==> config.mk <==
export PLATFORM = sky130hd
export DESIGN_NAME = sdram_peri
export DESIGN_NICKNAME = d
export VERILOG_FILES = /design/src/sdram_peri_pkg.sv /design/src/sdram_peri_if.sv /design/src/peri_regs.sv /design/src/sdram_peri.sv /design/src/xfer_buffer.sv /design/src/xfer_seq.sv
export SDC_FILE = /design/constraint.sdc
export NUM_CORES = 1
export LEC_CHECK = 0
export ABC_CLOCK_PERIOD_IN_PS = 5200
export BUFFER_PORTS_ARGS = -buffer_cell sky130_fd_sc_hd__buf_2
export CAP_MARGIN = 40
export CORE_MARGIN = 2
export CORE_UTILIZATION = 50
export DETAILED_ROUTE_END_ITERATION = 8
export PLACE_DENSITY_LB_ADDON = 0.3
export SYNTH_ARGS = -nofsm -noshare
export SYNTH_HDL_FRONTEND = slang
export SYNTH_SLANG_ARGS = --single-unit
==> constraint.sdc <==
create_clock -name clk -period 5.2 [get_ports clk]
set_input_delay 0.52 -clock clk [delete_from_list [all_inputs] [get_ports clk]]
set_output_delay 0.52 -clock clk [all_outputs]
set_load 0.01 [all_outputs]
==> src/sdram_peri_pkg.sv <==
`default_nettype none

package sdram_peri_pkg;

	// peripheral bus geometry
	localparam int BUS_ADR_W = 14;
	localparam int BUS_DAT_W = 8;
	// low address bits that pick a register inside the block
	localparam int OFS_W = 9;

	// buffer word, app data and request address width
	localparam int WORD_W = 32;
	// word count and buffer pointer width
	localparam int LEN_W = 8;

	// register offsets
	localparam logic [OFS_W-1:0] REG_STATUS = 9'd0;
	localparam logic [OFS_W-1:0] REG_ADDR0 = 9'd1;
	localparam logic [OFS_W-1:0] REG_ADDR1 = 9'd2;
	localparam logic [OFS_W-1:0] REG_ADDR2 = 9'd3;
	localparam logic [OFS_W-1:0] REG_ADDR3 = 9'd4;
	localparam logic [OFS_W-1:0] REG_DATA0 = 9'd5;
	localparam logic [OFS_W-1:0] REG_DATA1 = 9'd6;
	localparam logic [OFS_W-1:0] REG_DATA2 = 9'd7;
	localparam logic [OFS_W-1:0] REG_DATA3 = 9'd8;
	localparam logic [OFS_W-1:0] REG_PTR = 9'd9;
	localparam logic [OFS_W-1:0] REG_LEN = 9'd10;
	localparam logic [OFS_W-1:0] REG_CMD = 9'd11;

	// one word, byte lanes on the bus side, whole word on the app side
	typedef union packed {
		logic [WORD_W/BUS_DAT_W-1:0][BUS_DAT_W-1:0] lane;
		logic [WORD_W-1:0] word;
	} word_u;

	// sequencer state, read back as the status byte
	typedef enum logic [7:0] {
		IDLE = 8'd0,
		REQ_WR = 8'd1,
		WR = 8'd2,
		REQ_RD = 8'd3,
		RD = 8'd4
	} seq_state_e;

endpackage

`default_nettype wire

==> src/sdram_peri_if.sv <==
`default_nettype none
`timescale 1ns/10ps

// register block to transfer buffer
interface buf_bus_if;
	import sdram_peri_pkg::*;

	// byte write into one lane of the word at the pointer
	logic lane_we;
	logic [1:0] lane_sel;
	logic [BUS_DAT_W-1:0] lane_data;
	// pointer load
	logic ptr_we;
	logic [LEN_W-1:0] ptr_data;
	// returned by the buffer
	word_u cur_word;
	logic [LEN_W-1:0] ptr;

	modport regs (
		output lane_we, lane_sel, lane_data, ptr_we, ptr_data,
		input cur_word, ptr
	);
	modport buffer (
		input lane_we, lane_sel, lane_data, ptr_we, ptr_data,
		output cur_word, ptr
	);
endinterface

// sequencer to transfer buffer
interface buf_xfer_if;
	import sdram_peri_pkg::*;

	// advance pointer on a write transfer
	logic step;
	// store a returned word, then advance
	logic fill_we;
	logic [WORD_W-1:0] fill_data;
	// word at pointer, feeds app write data
	logic [WORD_W-1:0] cur_word;
	logic [LEN_W-1:0] ptr;

	modport seq (
		output step, fill_we, fill_data,
		input cur_word, ptr
	);
	modport buffer (
		input step, fill_we, fill_data,
		output cur_word, ptr
	);
endinterface

// register block to sequencer
interface ctl_if;
	import sdram_peri_pkg::*;

	// one-cycle pulse on a command write
	logic start;
	// nonzero command byte
	logic is_read;
	logic [LEN_W-1:0] len;
	// for status read-back
	seq_state_e state;

	modport regs (
		output start, is_read, len,
		input state
	);
	modport seq (
		input start, is_read, len,
		output state
	);
endinterface

`default_nettype wire

==> src/peri_regs.sv <==
`default_nettype none
`timescale 1ns/10ps

module peri_regs #(
	parameter int BLOCK_SEL = 1
) (
	input logic clk,
	input logic rst_n,
	// peripheral bus
	input logic [sdram_peri_pkg::BUS_ADR_W-1:0] adr,
	input logic we,
	input logic [sdram_peri_pkg::BUS_DAT_W-1:0] dat_w,
	output logic [sdram_peri_pkg::BUS_DAT_W-1:0] dat_r,
	// request address, written by lanes, read as a word
	output sdram_peri_pkg::word_u req_addr,
	buf_bus_if.regs bus,
	ctl_if.regs ctl
);
	import sdram_peri_pkg::*;

	localparam int BLK_W = BUS_ADR_W - OFS_W;

	logic sel;
	logic [OFS_W-1:0] ofs;
	logic wr_en;
	logic rd_en;
	// lane numbers for the two four-byte windows
	logic [1:0] addr_lane;
	logic [1:0] data_lane;
	logic [LEN_W-1:0] len_q;
	logic [BUS_DAT_W-1:0] rd_mux;

	// upper bits pick the block
	assign sel = (adr[BUS_ADR_W-1:OFS_W] == BLK_W'(BLOCK_SEL));
	assign ofs = adr[OFS_W-1:0];
	assign wr_en = sel && we;
	assign rd_en = sel && !we;

	assign addr_lane = 2'(ofs - REG_ADDR0);
	assign data_lane = 2'(ofs - REG_DATA0);

	// data lane writes go straight to the buffer word at the pointer
	assign bus.lane_we = wr_en && (ofs inside {[REG_DATA0:REG_DATA3]});
	assign bus.lane_sel = data_lane;
	assign bus.lane_data = dat_w;

	// pointer load from REG_PTR, or cleared by an accepted command
	always_comb begin
		bus.ptr_we = 1'b0;
		bus.ptr_data = dat_w;
		if (wr_en && ofs == REG_PTR) begin
			bus.ptr_we = 1'b1;
		end
		else if (wr_en && ofs == REG_CMD && ctl.state == IDLE) begin
			bus.ptr_we = 1'b1;
			bus.ptr_data = '0;
		end
	end

	// command pulse, sequencer only takes it in IDLE
	assign ctl.start = wr_en && (ofs == REG_CMD);
	// zero means write, anything else read
	assign ctl.is_read = |dat_w;
	assign ctl.len = len_q;

	// setup registers
	always_ff @(posedge clk or negedge rst_n) begin
		if (!rst_n) begin
			req_addr <= '0;
			len_q <= '0;
		end
		else if (wr_en) begin
			case (ofs)
				REG_ADDR0, REG_ADDR1, REG_ADDR2, REG_ADDR3: begin
					req_addr.lane[addr_lane] <= dat_w;
				end
				REG_LEN: begin
					len_q <= dat_w;
				end
				default: begin
				end
			endcase
		end
	end

	// read-back select
	always_comb begin
		case (ofs)
			REG_STATUS: rd_mux = BUS_DAT_W'(ctl.state);
			REG_ADDR0, REG_ADDR1, REG_ADDR2, REG_ADDR3: rd_mux = req_addr.lane[addr_lane];
			// byte of the word at the pointer
			REG_DATA0, REG_DATA1, REG_DATA2, REG_DATA3: rd_mux = bus.cur_word.lane[data_lane];
			REG_PTR: rd_mux = bus.ptr;
			REG_LEN: rd_mux = len_q;
			default: rd_mux = '0;
		endcase
	end

	// dat_r only moves on a selected read, holds otherwise
	always_ff @(posedge clk or negedge rst_n) begin
		if (!rst_n) begin
			dat_r <= '0;
		end
		else if (rd_en) begin
			dat_r <= rd_mux;
		end
	end

endmodule

`default_nettype wire

==> src/sdram_peri.sv <==
`default_nettype none
`timescale 1ns/10ps

module sdram_peri #(
	parameter int BLOCK_SEL = 1,
	parameter int BUF_DEPTH = 32
) (
	input logic clk,
	input logic rst_n,
	// peripheral bus
	input logic [sdram_peri_pkg::BUS_ADR_W-1:0] adr,
	input logic we,
	input logic [sdram_peri_pkg::BUS_DAT_W-1:0] dat_w,
	output logic [sdram_peri_pkg::BUS_DAT_W-1:0] dat_r,
	// memory controller app port
	output logic app_req,
	input logic app_req_ack,
	output logic app_req_wr_n,
	output logic [sdram_peri_pkg::WORD_W-1:0] app_req_addr,
	output logic [sdram_peri_pkg::LEN_W-1:0] app_req_len,
	output logic [sdram_peri_pkg::WORD_W-1:0] app_wr_data,
	input logic app_wr_next_req,
	input logic [sdram_peri_pkg::WORD_W-1:0] app_rd_data,
	input logic app_rd_valid
);

	buf_bus_if bus_if ();
	buf_xfer_if xfer_if ();
	ctl_if ctl ();

	// length straight from the setup register
	assign app_req_len = ctl.len;
	// write data is always the word at the pointer
	assign app_wr_data = xfer_if.cur_word;

	peri_regs #(
		.BLOCK_SEL(BLOCK_SEL)
	) i_regs (
		.clk(clk),
		.rst_n(rst_n),
		.adr(adr),
		.we(we),
		.dat_w(dat_w),
		.dat_r(dat_r),
		.req_addr(app_req_addr),
		.bus(bus_if.regs),
		.ctl(ctl.regs)
	);

	xfer_buffer #(
		.BUF_DEPTH(BUF_DEPTH)
	) i_buffer (
		.clk(clk),
		.rst_n(rst_n),
		.bus(bus_if.buffer),
		.xfer(xfer_if.buffer)
	);

	xfer_seq i_seq (
		.clk(clk),
		.rst_n(rst_n),
		.ctl(ctl.seq),
		.xfer(xfer_if.seq),
		.app_req(app_req),
		.app_req_ack(app_req_ack),
		.app_req_wr_n(app_req_wr_n),
		.app_wr_next_req(app_wr_next_req),
		.app_rd_data(app_rd_data),
		.app_rd_valid(app_rd_valid)
	);

endmodule

`default_nettype wire

==> src/xfer_buffer.sv <==
`default_nettype none
`timescale 1ns/10ps

module xfer_buffer #(
	parameter int BUF_DEPTH = 32
) (
	input logic clk,
	input logic rst_n,
	buf_bus_if.buffer bus,
	buf_xfer_if.buffer xfer
);
	import sdram_peri_pkg::*;

	localparam int IDX_W = $clog2(BUF_DEPTH);

	// transfer buffer
	word_u mem [BUF_DEPTH];
	logic [LEN_W-1:0] ptr_q;
	logic [IDX_W-1:0] idx;

	// memory is indexed by the low pointer bits
	assign idx = ptr_q[IDX_W-1:0];

	// pointer: bus load wins, else step or fill advances
	always_ff @(posedge clk or negedge rst_n) begin
		if (!rst_n) begin
			ptr_q <= '0;
		end
		else if (bus.ptr_we) begin
			ptr_q <= bus.ptr_data;
		end
		else if (xfer.step || xfer.fill_we) begin
			ptr_q <= ptr_q + 1'b1;
		end
	end

	// whole-word fill from the controller, or one byte lane from the bus
	always_ff @(posedge clk) begin
		if (xfer.fill_we) begin
			mem[idx].word <= xfer.fill_data;
		end
		else if (bus.lane_we) begin
			mem[idx].lane[bus.lane_sel] <= bus.lane_data;
		end
	end

	// same word seen both ways
	assign bus.cur_word = mem[idx];
	assign xfer.cur_word = mem[idx].word;
	assign bus.ptr = ptr_q;
	assign xfer.ptr = ptr_q;

endmodule

`default_nettype wire

==> src/xfer_seq.sv <==
`default_nettype none
`timescale 1ns/10ps

module xfer_seq (
	input logic clk,
	input logic rst_n,
	ctl_if.seq ctl,
	buf_xfer_if.seq xfer,
	// app request port
	output logic app_req,
	input logic app_req_ack,
	output logic app_req_wr_n,
	input logic app_wr_next_req,
	input logic [sdram_peri_pkg::WORD_W-1:0] app_rd_data,
	input logic app_rd_valid
);
	import sdram_peri_pkg::*;

	seq_state_e state;
	seq_state_e state_nxt;
	// all words moved
	logic done;

	assign done = (xfer.ptr >= ctl.len);

	always_comb begin
		state_nxt = state;
		case (state)
			IDLE: begin
				if (ctl.start) begin
					state_nxt = ctl.is_read ? REQ_RD : REQ_WR;
				end
			end
			REQ_WR: begin
				if (app_req_ack) begin
					state_nxt = WR;
				end
			end
			REQ_RD: begin
				if (app_req_ack) begin
					state_nxt = RD;
				end
			end
			WR, RD: begin
				if (done) begin
					state_nxt = IDLE;
				end
			end
			default: begin
				state_nxt = IDLE;
			end
		endcase
	end

	always_ff @(posedge clk or negedge rst_n) begin
		if (!rst_n) begin
			state <= IDLE;
			app_req_wr_n <= 1'b1;
		end
		else begin
			state <= state_nxt;
			// direction latched with the accepted start
			if (state == IDLE && ctl.start) begin
				app_req_wr_n <= ctl.is_read;
			end
		end
	end

	// request held up to and including the ack cycle
	assign app_req = (state == REQ_WR) || (state == REQ_RD);

	// buffer moves on each controller strobe until len is reached
	assign xfer.step = (state == WR) && app_wr_next_req && !done;
	assign xfer.fill_we = (state == RD) && app_rd_valid && !done;
	assign xfer.fill_data = app_rd_data;

	assign ctl.state = state;

endmodule

`default_nettype wire

# == After elaboration in Yosys (flattened, before gate mapping) ==
# Memories as Yosys holds them, arrays and structs flattened.
# Index checks and enable logic that the tools add are counted.
# Widths: inputs -> output; s select.
# word_totals
output_inout_bits,82
regBits,65
n_memories,1
inputBits,60
ramBits,1024
# op_classes
bitwise_logic,32
n_addsub,3
eq_ne,20
reduce_logical,27
magnitude_cmp,7
muxes,59
# memory_table
name,words,word_bits,read_ports,rd_ports_with_merged_regs,wr,line_no,source
i_buffer.mem,32,32,1,0,1,xfer_buffer.sv:17,word_u mem [BUF_DEPTH];
# ops
operator,count
$mux 8,12
$pmux 8 s5,1
$mux 1,38
$eq 9x3->1 const B,4
$eq 9x4->1 const B,4
$bmux 8 s2,2
$bwmux 32,1
$demux 8 s2,2
$mux 32,1
$or 1x1->1,32
$pmux 8 s4,1
$eq 9x2->1 const B,2
$eq 8x2->1 const B,2
$logic_and 1x1->1,13
$eq 9x1->1 const B,1
$ge 9x3->1 const B,1
$le 9x4->1 const B,1
$logic_not 9->1,1
$add 8x1->8 const B,1
$eq 8x1->1 const B,1
$eq 8x3->1 const B,1
$ge 8x8->1,1
$logic_not 8->1,1
$reduce_or 4->1,2
other kinds (14),22

# == Depth between registers and ports, before layout ==
# Gate-level depths: netlist of run 1.
# depth
ltp_word,7
mapped_depth,15

# == Modules after synthesis ==
# From an unflattened synthesis of run 1, not the netlist that was laid out.
# unflattened
cells_unflattened,2651
area_unflattened_um2,44317.5
# by_module_without_submodules
mod,area_per_inst_um2,cells_each,n_inst
xfer_buffer,40799.1,2346,1
peri_regs,2791.4,216,1
xfer_seq,726.9,89,1

# == Least setup slack after synthesis of run 1 ==
# No wires, ideal clock.
# synth_path
kind,register -> register
from,"register i_buffer.ptr_q[0], in the netlist i_buffer.bus.ptr[0]"
to,"memory i_buffer.mem[15][0] in the netlist's numbering, enable pin"
arrival_time_ns,3.667
setup_time_ns,0.370
n_path_buf,6
stages_incl_launch_ff,16
setup_slack_ns,1.163
t_required_ns,4.830
cell_sequence,dfrtp_1 > clkbuf_1 > buf_2 > buf_2 > buf_2 > inv_1 > ha_1 > nand2b_1 > a21oi_1 > o21ai_0 > a41oi_1 > clkbuf_1 > and2_1 > a21oi_2 > clkbuf_1 > nor2_1
# synth_via
elab_chain_cells,6
word_cells_on_any_way,8
# synth_rtl
item,line_no,source
"start, declared",xfer_buffer.sv:18,logic [LEN_W-1:0] ptr_q;
"start signal, assigned",xfer_buffer.sv:30,ptr_q <= bus.ptr_data;
"start signal, assigned",xfer_buffer.sv:33,ptr_q <= ptr_q + 1'b1;
$ge 8x8->1,xfer_seq.sv:24,assign done = (xfer.ptr >= ctl.len);
$logic_not 1->1,xfer_seq.sv:74,assign xfer.fill_we = (state == RD) && app_rd_valid && !done;
$logic_and 1x1->1,xfer_seq.sv:74,
$mux 1,xfer_buffer.sv:39,if (xfer.fill_we) begin
$mux 1 (implied by the code) or $mux 32 (tied branches),"xfer_buffer.sv:40, xfer_buffer.sv:43",
$or 1x1->1 (no line),n/a,
"end, declared",xfer_buffer.sv:17,
# Parallel ways exist; a longest one is shown, timed or not.

# == Worst setup path after layout of run 1 ==
# layout_path
from,"register i_buffer.ptr_q[3], in the netlist i_buffer.bus.ptr[3]"
to,output port app_wr_data[8] in the netlist's numbering
# layout_via
elab_chain_cells,1
# layout_rtl
item,line_no,source
$mem_v2 32x32,n/a,
"end, declared",sdram_peri.sv:21,"output logic [sdram_peri_pkg::WORD_W-1:0] app_wr_data,"
# Every way passes these cells.

==> results.md, run 1 <==
* Max clock buf depth at 3
* Pleak at 19.8 nW
* Routed via count at 25.8k
* Tightest Pin Transition at 1090 ps
* # IOs at 142
* Outcome: finished clean
* Largest net degree at the start of global routing at 119
* Max Cap Violations at 0
* Synth Register Bits at 1084
* Synthesized netlist cell count at 2594
* Period utilization at 89.3%
* Initial DRC Count at 3509
* Initial antenna violation count at 9
* Class of the worst hold path: input port to asynchronous set/reset pin
* Synthesized Nets at 2674
* FF-to-FF Start: i_buffer.bus.ptr[3]
* Vias in the first global route at 25.1k
* Final setup fails at 0
* R2r endpoint: i_regs.dat_r[5]
* Final wirelength at 126000 µm
* Layout Skew at 35.1 ps
* Post-synth cell types at 54
* Fin nets at 2884
* Pre-Repair DR Iteration Count at 6
* Setup TNS at 0 ps
* Startpoint types: register
* R2R Setup Slk at 1090 ps
* Synth Cell Area at 0.0434 mm²
* Via density at 6.38
* Core region area at 0.0865 mm²
* Async SR Flop Fraction at 5.54%
* Hold slack at 35.4 ps
* Fmax at 215 MHz
* Crit path kind: register to output pin
* Clk_lat worst skew at 690 ps
* GRT Resource Usage Total at 28.0%
* Yosys warns at 0
* Slew Viols, Final at 0
* Arrival time at the worst endpoint at 4120 ps
* Placement row count at 108
* GRT Residual Overflow at 0
* Worst Path Max Fanout at 15
* DRC viols at 0
* EDFF count, synth at 1024
* CTS resizes at 0
* Hold_buf cts at 0
* Layout Area Growth over Synthesis at 14.1%
* Placed Cells at 3849
* Clk Tree Root Cell: clkbuf_16
* Pwr per Cell Area at 369 mW/mm²
* Avg Inst Size Synth at 16.7 µm²
* Top FF cell, synth: edfxtp_1
* CTS clock-pin slew for the worst setup and hold paths at 60 ps
* Share of cells above drive strength 1 at 17.6%
* Fin. Hold Viols at 0
* Worst slew margin at 27.2%
* IO Port Bufs at 141
* RSZ-0062 raised after global routing: false
* H-Tree Level Count at 3
* Die area at 0.0893 mm²
* Post-CTS Setup Repair Bufs at 0
* Effective utilization at floorplan at 50.2%
* Sink Count at 1084
* Worst Reg-to-Reg Cells at 8
* Gpl congestion at 0.923
* Total CTS buffers at 105
* CP Capture Type: output pin
* Max VDD drop at 329 µV
* Die Ht at 299 µm
* Layout Cells excl Fill at 4043
* WP data required at 4680 ps
* First-pass GRT wire length at 179000 µm
* Final antenna-violating net count at 0
* Most common cell after layout, fill and taps aside: edfxtp_1
* Chip width at 299 µm
* CTS tree: built
* Most frequent cells in the layout: edfxtp_1 (1024), mux2i_1 (521), o22ai_1 (256), buf_2 (141), nor2_1 (138)
* Final min period at 4640 ps
* Drt wl/cell at 31.2 µm
* Detailed placement HPWL at 84400 µm
* Seq/Total Area, Yosys at 74.2%
-- state kept, by name, indices dropped and copies added, names as in the netlist --
| signal | flops |
|---|---|
| i_buffer.mem | 1024 |
| i_regs.dat_r | 8 |
| i_buffer.bus.ptr | 8 |
| i_seq.app_req_wr_n | 1 |
| i_regs.req_addr | 32 |
| i_regs.ctl.len | 8 |
| i_seq.ctl.state | 3 |
-- worst max-delay path by stage --
stage / startpoint / to / cells past startpoint / slack (ps)
6_report: i_buffer.bus.ptr[3] / app_wr_data[8] / 7 / 560
2_1_floorplan: i_buffer.bus.ptr[0] / i_buffer.mem[15][0] / 15 / 1160
3_3_place_gp: adr[4] / i_buffer.mem[31][5] / 9 / 1070
5_1_grt: i_buffer.bus.ptr[1] / app_wr_data[25] / 7 / 560
3_5_place_dp: adr[4] / i_buffer.mem[27][26] / 9 / 890
4_1_cts: i_buffer.bus.ptr[1] / app_wr_data[25] / 7 / 630
-- cell type report --
class | instances | area, µm²
antenna | 4 | 10.0
clock buffer | 127 | 2760
clock inverter | 60 | 686
fill | 6569 | 36900
inverter | 15 | 56.3
multi-input combinational | 1336 | 10600
sequential | 1084 | 32300
tap | 1155 | 1450
timing repair buffer | 262 | 1770
-- critical path, cell delays in order, from the launching register on --
cell and delay (ps):
dfrtp_1 580, buf_4 290, nand4_1 660, buf_4 460
o22ai_1 170, nor4_1 760, nand2_1 260, buf_2 220
-- per-layer routing --
layer	track usage, %	up-vias	wire length [µm]
met5	0	-	34
met4	12.1	6	5790
met3	6.66	317	14500
met2	43.2	1641	57900
met1	38.3	13100	47700
li1	-	10700	-
-- synthesized netlist by cell type (3+ instances only) --
library cell | number | share of area, %
a211oi_1 | 6 | 0.10
a21o_1 | 5 | 0.086
a21oi_1 | 7 | 0.081
a21oi_2 | 4 | 0.081
a221oi_1 | 6 | 0.12
a22o_1 | 3 | 0.060
a2bb2oi_1 | 3 | 0.060
a31oi_1 | 3 | 0.043
and2_1 | 6 | 0.086
buf_1 | 37 | 0.32
buf_2 | 24 | 0.28
clkbuf_1 | 98 | 0.85
dfrtp_1 | 59 | 3.4
edfxtp_1 | 1024 | 71
ha_1 | 20 | 0.58
inv_1 | 15 | 0.13
mux2_2 | 69 | 1.8
mux2i_1 | 521 | 12
mux4_2 | 8 | 0.41
nand2_1 | 79 | 0.68
nand2_4 | 4 | 0.10
nand2b_1 | 5 | 0.072
nand3_1 | 20 | 0.23
nand4_1 | 6 | 0.086
nand4b_1 | 4 | 0.081
nand4bb_1 | 6 | 0.16
nor2_1 | 138 | 1.2
nor2b_1 | 11 | 0.16
nor3_1 | 3 | 0.035
nor3b_1 | 10 | 0.17
nor4_1 | 68 | 0.98
o21ai_0 | 30 | 0.35
o22ai_1 | 256 | 3.7
or3_1 | 3 | 0.043
or4b_2 | 4 | 0.092
xor2_1 | 6 | 0.12
-- kinds of logic after synthesis --
group / Yosys count / synth area share [%]
DFF: 1084 / 74.2
muxes: 600 / 14.3
and+or+nand+nor: 377 / 4.36
AOI/OAI and AO/OA: 331 / 4.85
buffers and inverters: 174 / 1.57
adders and majority gates: 20 / 0.576
xor gates and xnor gates: 8 / 0.161
-- where the power goes --
group | total (mW) | switching, mW | internal (mW)
registers | 9.56 | 0.0100 | 9.55
logic | 1.06 | 0.703 | 0.356
clock network | 7.67 | 3.21 | 4.46
total | 18.3 | 3.92 | 14.4
-- stage by stage --
stage / util [%] / area (µm²) / setup WS, ps / power [mW]
6_report: 57.3 / 49600 / 558 / 18.3
5_1_grt: 57.3 / 49600 / 563 / 18.7
2_1_floorplan: - / 43400 / 1160 / 10.4
3_3_place_gp: 53.1 / 45900 / 1070 / 10.8
4_1_cts: 57.3 / 49500 / 631 / 18.3
3_5_place_dp: 53.3 / 46100 / 894 / 10.8
Power figures use the tool's default switching activity.
==> inputs of run 2 (changes only) <==
--- a/config.mk
+++ b/config.mk
@@ -5,13 +5,14 @@
 export SDC_FILE = /design/constraint.sdc
 export NUM_CORES = 1
 export LEC_CHECK = 0
-export ABC_CLOCK_PERIOD_IN_PS = 5200
+export ABC_CLOCK_PERIOD_IN_PS = 4300
 export BUFFER_PORTS_ARGS = -buffer_cell sky130_fd_sc_hd__buf_2
 export CAP_MARGIN = 40
 export CORE_MARGIN = 2
-export CORE_UTILIZATION = 50
+export CORE_UTILIZATION = 48
 export DETAILED_ROUTE_END_ITERATION = 8
 export PLACE_DENSITY_LB_ADDON = 0.3
+export RECOVER_POWER = 25
 export SYNTH_ARGS = -nofsm -noshare
 export SYNTH_HDL_FRONTEND = slang
 export SYNTH_SLANG_ARGS = --single-unit
==> constraint.sdc (replaced) <==
create_clock -name clk -period 4.3 [get_ports clk]
set_input_delay 0.43 -clock clk [delete_from_list [all_inputs] [get_ports clk]]
set_output_delay 0.43 -clock clk [all_outputs]
set_load 0.01 [all_outputs]
==> run 2 against run 1 <==
  * The run now ends with negative setup slack left
  * Clock-buffer cell count down 4
  * Non-clock buffer count up 52
  * Utilization fell by 1.8 points
  * Total power is 21% higher
  * Critical path depth unchanged
  * Clock power grew 20%
  * Final cell count up 1.9%
  * Largest cell class unchanged
  * Highest routed layer unchanged
==> results.md, run 2 (synthesized netlist as in run 1, its figures left out) <==
* Die Ht at 305 µm
* H-Tree Level Count at 3
* Setup TNS at -26.9 ps
* Placed Cells at 3924
* CTS clock-pin slew for the worst setup and hold paths at 60 ps
* Core region area at 0.0899 mm²
* Worst Reg-to-Reg Cells at 7
* Worst Path Max Fanout at 56
* CTS tree: built
* Final setup fails at 1
* Arrival time at the worst endpoint at 3900 ps
* DRC viols at 0
* Routed via count at 25.2k
* Final min period at 4330 ps
* Effective utilization at floorplan at 48.3%
* Max reg flops at 1024
* Hold path startpoint: app_req_ack
* WP data required at 3870 ps
* First-pass GRT wire length at 174000 µm
* Pre-Repair DR Iteration Count at 5
* Class of the worst hold path: input port to register
* Most frequent cells in the layout: edfxtp_1 (1024), mux2i_1 (521), o22ai_1 (256), buf_4 (154), nor2_1 (138)
* Layout Skew at 46.4 ps
* Area occupied by multi-input gates at 0.0106 mm²
* Detailed placement HPWL at 82000 µm
* Fin nets at 2936
* Final antenna-violating net count at 0
* Max clock buf depth at 3
* Sink Count at 1084
* Max VDD drop at 298 µV
* Final wirelength at 123000 µm
* Gpl congestion at 0.895
* R2r endpoint: i_buffer.mem[5][13]
* Hold Path End: i_seq.ctl.state[2]
* Largest net degree at the start of global routing at 131
* Total CTS buffers at 105
* Crit path kind: register to output pin
* Clk Tree Root Cell: clkbuf_16
* GRT Residual Overflow at 0
* Via density at 6.13
* R2R Setup Slk at 400 ps
* Fin. Hold Viols at 0
* Clk_lat worst skew at 690 ps
* Tightest Pin Transition at 1370 ps
* Outcome: finished with violations
* # IOs at 142
* Startpoint types: register
* Chip width at 305 µm
* Layout Area Growth over Synthesis at 14.9%
* Final WS setup at -26.9 ps
* Hold Path Depth at 2
* Vias in the first global route at 24.8k
* Drt wl/cell at 29.8 µm
* Placement row count at 110
* CP Capture Type: output pin
* Pwr per Cell Area at 442 mW/mm²
* Period utilization at 101%
* Share of cells above drive strength 1 at 16.6%
* Worst slew margin at 8.52%
* Max Cap Violations at 0
* Die area at 0.0929 mm²
* Area after DPL at 0.0465 mm²
* Biggest regs: i_buffer.mem (1024), i_regs.req_addr (32)
* Post-layout util at 55.5%
* Failing checks: negative setup slack
* Filler cell count at 6900
* Pleak at 19.8 nW
* RSZ-0062 raised after global routing: true
* Initial antenna violation count at 7
* IO Port Bufs at 141
* Layout Cells excl Fill at 4119
* Most common cell after layout, fill and taps aside: edfxtp_1
* Most flops, register: i_buffer.mem
* GRT Resource Usage Total at 26.1%
* Setup WS pre-CTS at 311 ps
* FF-to-FF Start: i_buffer.bus.ptr[2]
* Sequential cell area at 0.0323 mm²
* Slew Viols, Final at 0
* Initial DRC Count at 2654
* Fmax at 231 MHz
* Final design instance area without fill at 0.0499 mm²
run 2: changes by cell type in the layout (fill, tap and decap cells not counted), moves of 5 or more:
cell,change
buf_12,+5
buf_2,-52
buf_4,+46
clkbuf_1,+54
clkinv_1,+7
mux2_1,+18
mux2_2,-18
run 2: worst max-delay path, stage by stage, from the launching register on:
cell and delay (ps):
dfrtp_4 420, buf_12 380, buf_4 690, mux2i_1 290
o22ai_1 160, nor4_1 600, nand2_1 330, buf_2 230
run 2: final cells by class:
cell class,count,share of cell area (%)
repair buffers,314,4.25
diodes,2,0.0100
flip-flops and latches,1084,64.6
clock buffers,123,5.42
inverters,15,0.113
clock inverters,69,1.44
multi-input cells,1336,21.2
well taps,1176,2.95
run 2: per-layer routing:
| layer | share of wire (%) | vias to the layer above | global-route usage (%) | wire [µm] |
|---|---|---|---|---|
| met5 | 0.042 | - | 0 | 52 |
| met4 | 4.2 | 6 | 10.9 | 5190 |
| met3 | 10 | 228 | 5.61 | 12200 |
| met2 | 47 | 1380 | 41.3 | 57400 |
| met1 | 39 | 12800 | 35.2 | 47700 |
| li1 | - | 10800 | - | - |
run 2: metrics by stage:
step           power [mW]  hold WS (ps)
2_1_floorplan        12.5           134
3_5_place_dp         13.1           416
5_1_grt              22.6          55.3
3_3_place_gp         13.1           407
6_report             22.0          58.2
4_1_cts              22.1          29.2
run 2: worst max-delay path by stage:
| stage | from | endpoint | slack [ps] | depth (start not counted) |
|---|---|---|---|---|
| finish | i_buffer.bus.ptr[0] | app_wr_data[5] | -30 | 7 |
| global route | i_buffer.bus.ptr[0] | app_wr_data[10] | -50 | 7 |
| CTS | i_buffer.bus.ptr[0] | app_wr_data[10] | 10 | 7 |
| detailed placement | adr[10] | i_buffer.mem[10][16] | 310 | 9 |
| global placement | adr[10] | i_buffer.mem[11][16] | 340 | 7 |
| floorplan | i_buffer.bus.ptr[0] | i_buffer.mem[15][0] | 260 | 15 |
run 2: power by group:
group	internal [mW]	total (mW)	switching (mW)
sequential	11.5	11.6	0.00445
combinational	0.440	1.31	0.875
clock	5.23	9.18	3.94
total	17.2	22.0	4.82
run 2: repair_timing:
action / 4_1_cts / 5_1_grt
buffers inserted: 0 / 0
setup endpoints to repair: 12 / 4
endpoints found under the hold margin: 17 / 0
hold buffers: 1 / 0
resized for setup: 3 / 4
